## src/mpu_pkg.sv

```systemverilog
// Shared types and the fixed PMA region table for the data-side MPU path
// The table holds three regions, so PMA_NUM_REGIONS must not exceed 3
// Region bounds are inclusive word addresses (byte address bits 31:2)

package mpu_pkg;

  ////////////////////////////////////////
  // Widths with a meaning
  ////////////////////////////////////////
  typedef logic [31:0] addr_t;
  typedef logic [29:0] word_addr_t;
  typedef logic [31:0] data_t;
  typedef logic [3:0]  be_t;
  // Bit 0 bufferable, bit 1 cacheable
  typedef logic [1:0]  memtype_t;

  // Core and bus request, memtype is zero from the core
  typedef struct packed {
    addr_t    addr;
    logic     we;
    be_t      be;
    data_t    wdata;
    logic     dbg;
    memtype_t memtype;
  } mpu_req_t;

  typedef struct packed {
    data_t rdata;
    logic  err;
  } bus_resp_t;

  typedef enum logic [1:0] {
    MPU_OK,
    MPU_RE_FAULT,
    MPU_WR_FAULT
  } mpu_status_e;

  typedef struct packed {
    bus_resp_t   bus_resp;
    mpu_status_e mpu_status;
  } core_resp_t;

  // Error FSM of the protection gate
  typedef enum logic [2:0] {
    MPU_IDLE,
    MPU_RE_ERR_WAIT,
    MPU_WR_ERR_WAIT,
    MPU_RE_ERR_RESP,
    MPU_WR_ERR_RESP
  } mpu_state_e;

  typedef struct packed {
    word_addr_t word_addr_low;
    word_addr_t word_addr_high;
    logic       main;
    logic       writable;
    logic       bufferable;
    logic       cacheable;
  } pma_cfg_t;

  ////////////////////////////////////////
  // Default region table
  ////////////////////////////////////////
  // 0: RAM, 1: I/O, 2: ROM
  localparam pma_cfg_t PMA_CFG_DEFAULT [3] = '{
    '{word_addr_low: 30'h0000_0000, word_addr_high: 30'h0000_003F,
      main: 1'b1, writable: 1'b1, bufferable: 1'b1, cacheable: 1'b1},
    '{word_addr_low: 30'h0400_0000, word_addr_high: 30'h0400_003F,
      main: 1'b0, writable: 1'b1, bufferable: 1'b0, cacheable: 1'b0},
    '{word_addr_low: 30'h0800_0000, word_addr_high: 30'h0800_003F,
      main: 1'b1, writable: 1'b0, bufferable: 1'b0, cacheable: 1'b0}
  };

  // Debug module window, legal only with dbg set
  localparam addr_t DM_REGION_START = 32'hF000_0000;
  localparam addr_t DM_REGION_END   = 32'hF000_3FFF;

endpackage

```

## src/mpu_pma.sv

```systemverilog
// Combinational PMA lookup for one data request, lowest matching region wins
// Uses the first PMA_NUM_REGIONS entries of the default table (at most 3)
// Misaligned here means be neither all ones nor a single byte

`timescale 1ns/1ps

module mpu_pma #(
  parameter int PMA_NUM_REGIONS = 3
) (
  input  mpu_pkg::addr_t trans_addr_i,
  input  logic           trans_we_i,
  input  mpu_pkg::be_t   trans_be_i,
  input  logic           trans_debug_region_i,
  output logic           pma_err_o,
  output logic           pma_bufferable_o,
  output logic           pma_cacheable_o
);

  mpu_pkg::word_addr_t word_addr;
  mpu_pkg::pma_cfg_t   region;
  logic                hit;
  logic                misaligned;

  assign word_addr  = trans_addr_i[31:2];
  assign misaligned = !((trans_be_i == 4'b1111) || $onehot(trans_be_i));

  // Region search, walking down so the lowest index is the last to win
  always_comb begin
    hit    = 1'b0;
    region = '0;
    for (int i = PMA_NUM_REGIONS - 1; i >= 0; i--) begin
      if ((word_addr >= mpu_pkg::PMA_CFG_DEFAULT[i].word_addr_low) &&
          (word_addr <= mpu_pkg::PMA_CFG_DEFAULT[i].word_addr_high)) begin
        hit    = 1'b1;
        region = mpu_pkg::PMA_CFG_DEFAULT[i];
      end
    end
  end

  // Attribute and rule check
  always_comb begin
    if (trans_debug_region_i) begin
      // Debug window behaves as legal non-cacheable I/O
      pma_err_o        = 1'b0;
      pma_bufferable_o = 1'b0;
      pma_cacheable_o  = 1'b0;
    end else if (!hit) begin
      pma_err_o        = 1'b1;
      pma_bufferable_o = 1'b0;
      pma_cacheable_o  = 1'b0;
    end else begin
      // Write to read-only, or misaligned in non-main memory
      pma_err_o        = (trans_we_i && !region.writable) || (!region.main && misaligned);
      pma_bufferable_o = region.bufferable;
      pma_cacheable_o  = region.cacheable;
    end
  end

endmodule

```

## src/mpu_gate.sv

```systemverilog
// Protection gate between core and data bus, the bus is assumed always ready
// Failing requests are consumed and answered only after older requests return
// one_txn_pend_n_i must predict exactly one outstanding request next cycle

`timescale 1ns/1ps

module mpu_gate #(
  parameter int PMA_NUM_REGIONS = 3
) (
  input  logic                 clk,
  input  logic                 rst_n,
  // Core request channel
  input  logic                 core_trans_valid_i,
  input  mpu_pkg::mpu_req_t    core_trans_i,
  output logic                 core_trans_ready_o,
  // Bus request channel
  output logic                 bus_trans_valid_o,
  output mpu_pkg::mpu_req_t    bus_trans_o,
  // Bus response
  input  logic                 bus_resp_valid_i,
  input  mpu_pkg::bus_resp_t   bus_resp_i,
  // Core response
  output logic                 core_resp_valid_o,
  output mpu_pkg::core_resp_t  core_resp_o,
  input  logic                 one_txn_pend_n_i,
  output logic                 core_mpu_err_o
);

  mpu_pkg::mpu_state_e  state_q;
  mpu_pkg::mpu_state_e  state_n;
  mpu_pkg::mpu_status_e mpu_status;
  logic                 pma_err;
  logic                 pma_bufferable;
  logic                 pma_cacheable;
  logic                 debug_region;
  logic                 block_core;
  logic                 block_bus;
  logic                 err_resp_valid;

  // Debug mode access into the debug module window
  assign debug_region = core_trans_i.dbg &&
                        (core_trans_i.addr >= mpu_pkg::DM_REGION_START) &&
                        (core_trans_i.addr <= mpu_pkg::DM_REGION_END);

  mpu_pma #(
    .PMA_NUM_REGIONS      (PMA_NUM_REGIONS)
  ) pma_i (
    .trans_addr_i         (core_trans_i.addr),
    .trans_we_i           (core_trans_i.we),
    .trans_be_i           (core_trans_i.be),
    .trans_debug_region_i (debug_region),
    .pma_err_o            (pma_err),
    .pma_bufferable_o     (pma_bufferable),
    .pma_cacheable_o      (pma_cacheable)
  );

  ////////////////////////////////////////
  // Error FSM
  ////////////////////////////////////////
  always_comb begin
    state_n        = state_q;
    mpu_status     = mpu_pkg::MPU_OK;
    block_core     = 1'b0;
    block_bus      = 1'b0;
    err_resp_valid = 1'b0;
    case (state_q)
      mpu_pkg::MPU_IDLE: begin
        if (pma_err && core_trans_valid_i) begin
          // Accepted here but kept off the bus
          block_bus = 1'b1;
          if (core_trans_i.we) begin
            state_n = one_txn_pend_n_i ? mpu_pkg::MPU_WR_ERR_RESP : mpu_pkg::MPU_WR_ERR_WAIT;
          end else begin
            state_n = one_txn_pend_n_i ? mpu_pkg::MPU_RE_ERR_RESP : mpu_pkg::MPU_RE_ERR_WAIT;
          end
        end
      end
      mpu_pkg::MPU_RE_ERR_WAIT, mpu_pkg::MPU_WR_ERR_WAIT: begin
        // Older requests still in flight
        block_bus  = 1'b1;
        block_core = 1'b1;
        if (one_txn_pend_n_i) begin
          state_n = (state_q == mpu_pkg::MPU_RE_ERR_WAIT) ? mpu_pkg::MPU_RE_ERR_RESP :
                                                            mpu_pkg::MPU_WR_ERR_RESP;
        end
      end
      mpu_pkg::MPU_RE_ERR_RESP, mpu_pkg::MPU_WR_ERR_RESP: begin
        block_bus      = 1'b1;
        block_core     = 1'b1;
        err_resp_valid = 1'b1;
        mpu_status     = (state_q == mpu_pkg::MPU_RE_ERR_RESP) ? mpu_pkg::MPU_RE_FAULT :
                                                                 mpu_pkg::MPU_WR_FAULT;
        // Core always takes the response
        state_n        = mpu_pkg::MPU_IDLE;
      end
      default: state_n = mpu_pkg::MPU_IDLE;
    endcase
  end

  always_ff @(posedge clk or negedge rst_n) begin
    if (!rst_n) begin
      state_q <= mpu_pkg::MPU_IDLE;
    end else begin
      state_q <= state_n;
    end
  end

  // Forward path, zero cycles, memtype stamped from the PMA
  assign bus_trans_valid_o = core_trans_valid_i && !block_bus;
  always_comb begin
    bus_trans_o         = core_trans_i;
    bus_trans_o.memtype = {pma_cacheable, pma_bufferable};
  end

  // Ready covers both forwarded and consumed requests
  assign core_trans_ready_o = core_trans_valid_i && !block_core;

  // Bus and fault responses never overlap
  assign core_resp_valid_o      = bus_resp_valid_i || err_resp_valid;
  assign core_resp_o.bus_resp   = err_resp_valid ? '0 : bus_resp_i;
  assign core_resp_o.mpu_status = mpu_status;

  assign core_mpu_err_o = pma_err;

endmodule

```

## src/mpu_txn_tracker.sv

```systemverilog
// Outstanding request counter seen from the core side, at most 3 pending
// The output is a look-ahead on the count after this cycle's handshakes

`timescale 1ns/1ps

module mpu_txn_tracker (
  input  logic clk,
  input  logic rst_n,
  input  logic req_fire_i,
  input  logic resp_fire_i,
  output logic one_txn_pend_n_o
);

  logic [1:0] cnt_q;
  logic [1:0] cnt_n;

  // Simultaneous request and response leave the count as is
  always_comb begin
    cnt_n = cnt_q;
    case ({req_fire_i, resp_fire_i})
      2'b10:   cnt_n = cnt_q + 2'd1;
      2'b01:   cnt_n = cnt_q - 2'd1;
      default: cnt_n = cnt_q;
    endcase
  end

  always_ff @(posedge clk or negedge rst_n) begin
    if (!rst_n) begin
      cnt_q <= 2'd0;
    end else begin
      cnt_q <= cnt_n;
    end
  end

  assign one_txn_pend_n_o = (cnt_n == 2'd1);

endmodule

```

## src/mpu_data_mem.sv

```systemverilog
// 64-word data memory slave, always ready, fixed two-cycle response
// Only address bits 7:2 index the array, so all regions alias onto it
// err is never set, writes answer with zero data

`timescale 1ns/1ps

module mpu_data_mem (
  input  logic               clk,
  input  logic               rst_n,
  input  logic               req_valid_i,
  input  mpu_pkg::mpu_req_t  req_i,
  output logic               resp_valid_o,
  output mpu_pkg::bus_resp_t resp_o
);

  localparam int MEM_WORDS = 64;

  mpu_pkg::data_t mem_q [MEM_WORDS];
  logic [5:0]     idx;
  logic           s1_valid_q;
  logic           s2_valid_q;
  mpu_pkg::data_t s1_rdata_q;
  mpu_pkg::data_t s2_rdata_q;

  assign idx = req_i.addr[7:2];

  ////////////////////////////////////////
  // Storage with byte-enable merge
  ////////////////////////////////////////
  always_ff @(posedge clk or negedge rst_n) begin
    if (!rst_n) begin
      for (int w = 0; w < MEM_WORDS; w++) begin
        mem_q[w] <= '0;
      end
    end else if (req_valid_i && req_i.we) begin
      for (int b = 0; b < 4; b++) begin
        if (req_i.be[b]) begin
          mem_q[idx][8*b +: 8] <= req_i.wdata[8*b +: 8];
        end
      end
    end
  end

  ////////////////////////////////////////
  // Response pipeline
  ////////////////////////////////////////
  always_ff @(posedge clk or negedge rst_n) begin
    if (!rst_n) begin
      s1_valid_q <= 1'b0;
      s2_valid_q <= 1'b0;
    end else begin
      s1_valid_q <= req_valid_i;
      s2_valid_q <= s1_valid_q;
    end
  end

  // Read sampled at acceptance, so earlier writes are visible
  always_ff @(posedge clk) begin
    if (req_valid_i) begin
      s1_rdata_q <= req_i.we ? '0 : mem_q[idx];
    end
    s2_rdata_q <= s1_rdata_q;
  end

  assign resp_valid_o = s2_valid_q;
  assign resp_o.rdata = s2_rdata_q;
  assign resp_o.err   = 1'b0;

endmodule

```

## src/mpu_subsys_top.sv

```systemverilog
// Data-side MPU subsystem: protection gate, request tracker and data memory
// The core must always accept responses and hold a request until ready

`timescale 1ns/1ps

module mpu_subsys_top #(
  parameter int PMA_NUM_REGIONS = 3
) (
  input  logic                clk,
  input  logic                rst_n,
  input  logic                core_trans_valid_i,
  input  mpu_pkg::mpu_req_t   core_trans_i,
  output logic                core_trans_ready_o,
  output logic                core_resp_valid_o,
  output mpu_pkg::core_resp_t core_resp_o,
  output logic                core_mpu_err_o
);

  logic               bus_trans_valid;
  mpu_pkg::mpu_req_t  bus_trans;
  logic               bus_resp_valid;
  mpu_pkg::bus_resp_t bus_resp;
  logic               one_txn_pend_n;
  logic               req_fire;
  logic               resp_fire;

  // Handshakes seen by the tracker
  assign req_fire  = core_trans_valid_i && core_trans_ready_o;
  assign resp_fire = core_resp_valid_o;

  mpu_gate #(
    .PMA_NUM_REGIONS    (PMA_NUM_REGIONS)
  ) gate_i (
    .clk                (clk),
    .rst_n              (rst_n),
    .core_trans_valid_i (core_trans_valid_i),
    .core_trans_i       (core_trans_i),
    .core_trans_ready_o (core_trans_ready_o),
    .bus_trans_valid_o  (bus_trans_valid),
    .bus_trans_o        (bus_trans),
    .bus_resp_valid_i   (bus_resp_valid),
    .bus_resp_i         (bus_resp),
    .core_resp_valid_o  (core_resp_valid_o),
    .core_resp_o        (core_resp_o),
    .one_txn_pend_n_i   (one_txn_pend_n),
    .core_mpu_err_o     (core_mpu_err_o)
  );

  mpu_txn_tracker tracker_i (
    .clk              (clk),
    .rst_n            (rst_n),
    .req_fire_i       (req_fire),
    .resp_fire_i      (resp_fire),
    .one_txn_pend_n_o (one_txn_pend_n)
  );

  mpu_data_mem mem_i (
    .clk          (clk),
    .rst_n        (rst_n),
    .req_valid_i  (bus_trans_valid),
    .req_i        (bus_trans),
    .resp_valid_o (bus_resp_valid),
    .resp_o       (bus_resp)
  );

endmodule

```

## config.mk

```make
export PLATFORM = sky130hd
export DESIGN_NAME = mpu_subsys_top
export DESIGN_NICKNAME = d
export VERILOG_FILES = /design/src/mpu_pkg.sv /design/src/mpu_pma.sv /design/src/mpu_gate.sv /design/src/mpu_txn_tracker.sv /design/src/mpu_data_mem.sv /design/src/mpu_subsys_top.sv
export SDC_FILE = /design/constraint.sdc
export NUM_CORES = 2
export LEC_CHECK = 0
export BUFFER_PORTS_ARGS = -buffer_cell sky130_fd_sc_hd__buf_2
export CORE_MARGIN = 2
export CORE_UTILIZATION = 50
export DETAILED_ROUTE_END_ITERATION = 10
export MAX_ROUTING_LAYER = met4
export PLACE_DENSITY = 0.65
export SLEW_MARGIN = 20
export SYNTH_ARGS = -nofsm -noshare
export SYNTH_HDL_FRONTEND = slang
export SYNTH_SLANG_ARGS = --single-unit
```

## constraint.sdc

```tcl
create_clock -name clk -period 8.6 [get_ports clk]
set_input_delay 0 -clock clk [delete_from_list [all_inputs] [get_ports clk]]
set_output_delay 0 -clock clk [all_outputs]
set_load 0.03 [all_outputs]
```

==> impl_metrics.toml <==
[layout]
fin_cells = 9642
layout.nets = 6869
seqCellArea_um2 = 53000
multi_input_area_um2 = 43300
num-fill-cells = 15965
drive_above_1_share_pct = 45.7
syn_to_final_growth_pct = 10.8

[pwr]
clockPowerShare_pct = 41.7
peakVddDrop_uv = 238
comb_power_share_pct = 11.5
seqPwrFrac_pct = 46.8
switching_power_mw = 6.20
swShare_pct = 26.7
intPower_mw = 17.0
leakage_nw = 51.5
power.density_nw_per_um2 = 212

[synthesis]
synth_cell_type_count = 78
synthMostInstantiatedCell = "mux2_2"
yosys.area.top_type_share_pct = 52.0
synthTopCellsByCount = "mux2_2 (2080), dfrtp_1 (2055), clkbuf_1 (364), mux2i_1 (326), mux4_2 (202)"
synthArstFlopShare_pct = 97.0
yosysSeqAreaShare_pct = 53.6
synth_ff_type = "dfrtp_1"
synthTopCellsByArea = "dfrtp_1 (52%), mux2_2 (24%), mux4_2 (4.6%), mux2i_1 (3.3%), nor3_4 (3.0%)"
synth.avg_cell_area_um2 = 14.4
yosysTopAreaCell = "dfrtp_1"
synth_seq_cells = 2119
synth_edf_count = 32
synth_cells = 6863
syn_nets = 6944
netlist_area_um2 = 98900
ys.warnings.count = 0

[timing]
hold_viol_final = 0
fin_skew_ns = 0.0304
tns_ns = 0
setup_viol = 0
final_min_period_over_clock_period_pct = 54.9
timing.fmax_mhz = 212
fin_crit_ns = 4.72
maxSlewHeadroom_pct = 15.6
tightestPinTransition_ns = 1.26
grt_setup_unrepaired = "no"
slew_viol_final = 0

[detailed_routing]
wl_per_cell_um = 32.0
finalWirelength_um = 309000
via_count = 62074
drc_errors = 0
firstDrtPassIters = 6
drt-initial-drc-count = 5747
drtAntennaViolNets = 0
via_per_inst = 6.44

[clock_network]
cts_tree = "done"
htreeDepth = 4
clkSinkCount = 2119
cts_root_buf = "clkbuf_16"
clkTransAtPathRegs_ns = 0.06
numCtsBuffers = 220
postCtsSetupBuffers = 0
clock_path_buffers = 3
clk_latency_ns = 0.89

[die]
placementRows = 163
io_pins = 113
core_um2 = 197000
start_util_pct = 50.2
die_x_um = 449
dieArea_um2 = 201000
die_y_um = 449

[job]
drv_cap = 0

[place]
gp_congestion = 0.845
place_inst = 9156
portBuffers = 107
dp_hpwl_um = 183000

[global_routing]
grt_max_degree = 167
track_usage_pct = 31.5
antenna_found_initial = 25
grt_pass1_vias = 62970
grt_pass1_wl_um = 452000
grt_overflow = 0

[setup_path]
crit_fanout = 26
endpoint_kind = "flip-flop"
cp-start-kind = "input pin"
arrival_ns = 5.48
path_class = "input pin to flip-flop"
required_ns = 9.35

[status]
status = "finished, final reports clean"

[worst_hold_path]
hold_path.class = "input pin to flip-flop"
==> registers in the layout, summed over array words and instances, names as in the netlist <==
register	flops
mem_i.s2_rdata_q	32
tracker_i.cnt_q	2
mem_i.mem_q	2048
gate_i.state_q	3
mem_i.s1_valid_q	1
mem_i.resp_valid_o	1
mem_i.s1_rdata_q	32
==> worst max-delay path, cell delays in order <==
cell and delay [ns]:
dlygate4sd3_1 0.55, buf_2 0.14, inv_1 0.08, fa_1 0.54
inv_1 0.04, ha_1 0.17, ha_1 0.28, o311ai_1 0.11
a22oi_2 0.65, o211a_4 0.63, buf_4 0.63, buf_4 0.63
or3_1 0.53, mux2_2 0.40
==> cell usage in the layout, fill, tap and decap left out, types with 64 or more instances in the layout <==
cell / n
a221oi_1: 150
clkbuf_1: 64
clkbuf_16: 223
a21oi_1: 113
mux2i_1: 326
nand2_1: 155
mux4_2: 202
mux2_2: 2080
a22oi_1: 143
buf_2: 95
o22ai_1: 90
o21ai_0: 114
nor3_4: 184
nor2_1: 95
dfrtp_1: 2055
buf_4: 127
==> worst paths after layout <==
| path | slack (ns) | endpoint | startpoint | cells after the start |
|---|---|---|---|---|
| max | 3.88 | mem_i.mem_q[126] | core_trans_i[35] | 14 |
| min | 0.09 | gate_i.state_q[0] | core_trans_valid_i | 4 |
| max reg2reg | 4.66 | mem_i.mem_q[1858] | gate_i.state_q[1] | 8 |
| min reg2reg | 0.34 | mem_i.s2_rdata_q[9] | mem_i.s1_rdata_q[9] | 0 |
| max in group asynchronous | 6.49 | mem_i.mem_q[468] | rst_n | 5 |
| min in group asynchronous | 0.45 | mem_i.mem_q[1319] | rst_n | 4 |
==> cell type report <==
cell class,count,area share (%)
antenna,19,0.0434
clock buffer,344,6.03
clock inverter,73,0.690
inverter,12,0.0502
multi-input combinational,4136,39.5
sequential,2119,48.4
tap,2640,3.01
timing repair buffer,299,2.27
==> metal layers <==
layer	wire length, µm	GRT usage, %
met1	130000	42.9
met2	141000	46.3
met3	24400	5.98
met4	14300	13.6
met5	0	-
==> power groups by stage <==
| stage | Combinational (mW) | Sequential [mW] | Clock (mW) |
|---|---|---|---|
| floorplan | 1.74 | 10.9 | 0 |
| global placement | 2.58 | 11.0 | 0 |
| detailed placement | 2.64 | 11.0 | 0 |
| CTS | 2.67 | 10.8 | 9.79 |
| global route | 2.82 | 10.9 | 10.2 |
| finish | 2.67 | 10.8 | 9.68 |
==> kinds of logic (layout without fill, tap and decap cells) <==
group | count (synthesis) | count (layout) | synth area share, %
buf+inv | 608 | 728 | 2.76
flops | 2119 | 2119 | 53.6
xor+xnor | 3 | 3 | 0.0266
other cells | 1 | 20 | 0.00379
simple gates | 675 | 675 | 5.53
mux | 2666 | 2666 | 32.4
fa+ha+maj | 6 | 6 | 0.0835
compound gates | 785 | 785 | 5.60
==> what timing repair did <==
item	CTS	global route
hold endpoints to repair	1831	512
resized for setup	0	0
hold buffers	41	8
==> stage by stage <==
stage | worst slack (ns) | area [µm²] | power, mW | hold WS (ns) | util, %
after floorplan | 4.59 | 98900 | 12.6 | -0.296 | -
after global placement | 3.56 | 102000 | 13.6 | 0.137 | 51.6
after detailed placement | 3.56 | 102000 | 13.7 | 0.144 | 51.6
after CTS | 3.97 | 109000 | 23.3 | 0.0497 | 55.5
after global routing | 3.75 | 110000 | 23.9 | 0.130 | 55.6
final | 3.88 | 110000 | 23.2 | 0.0881 | 55.6
No activity file was read; power rests on OpenSTA's default activity.
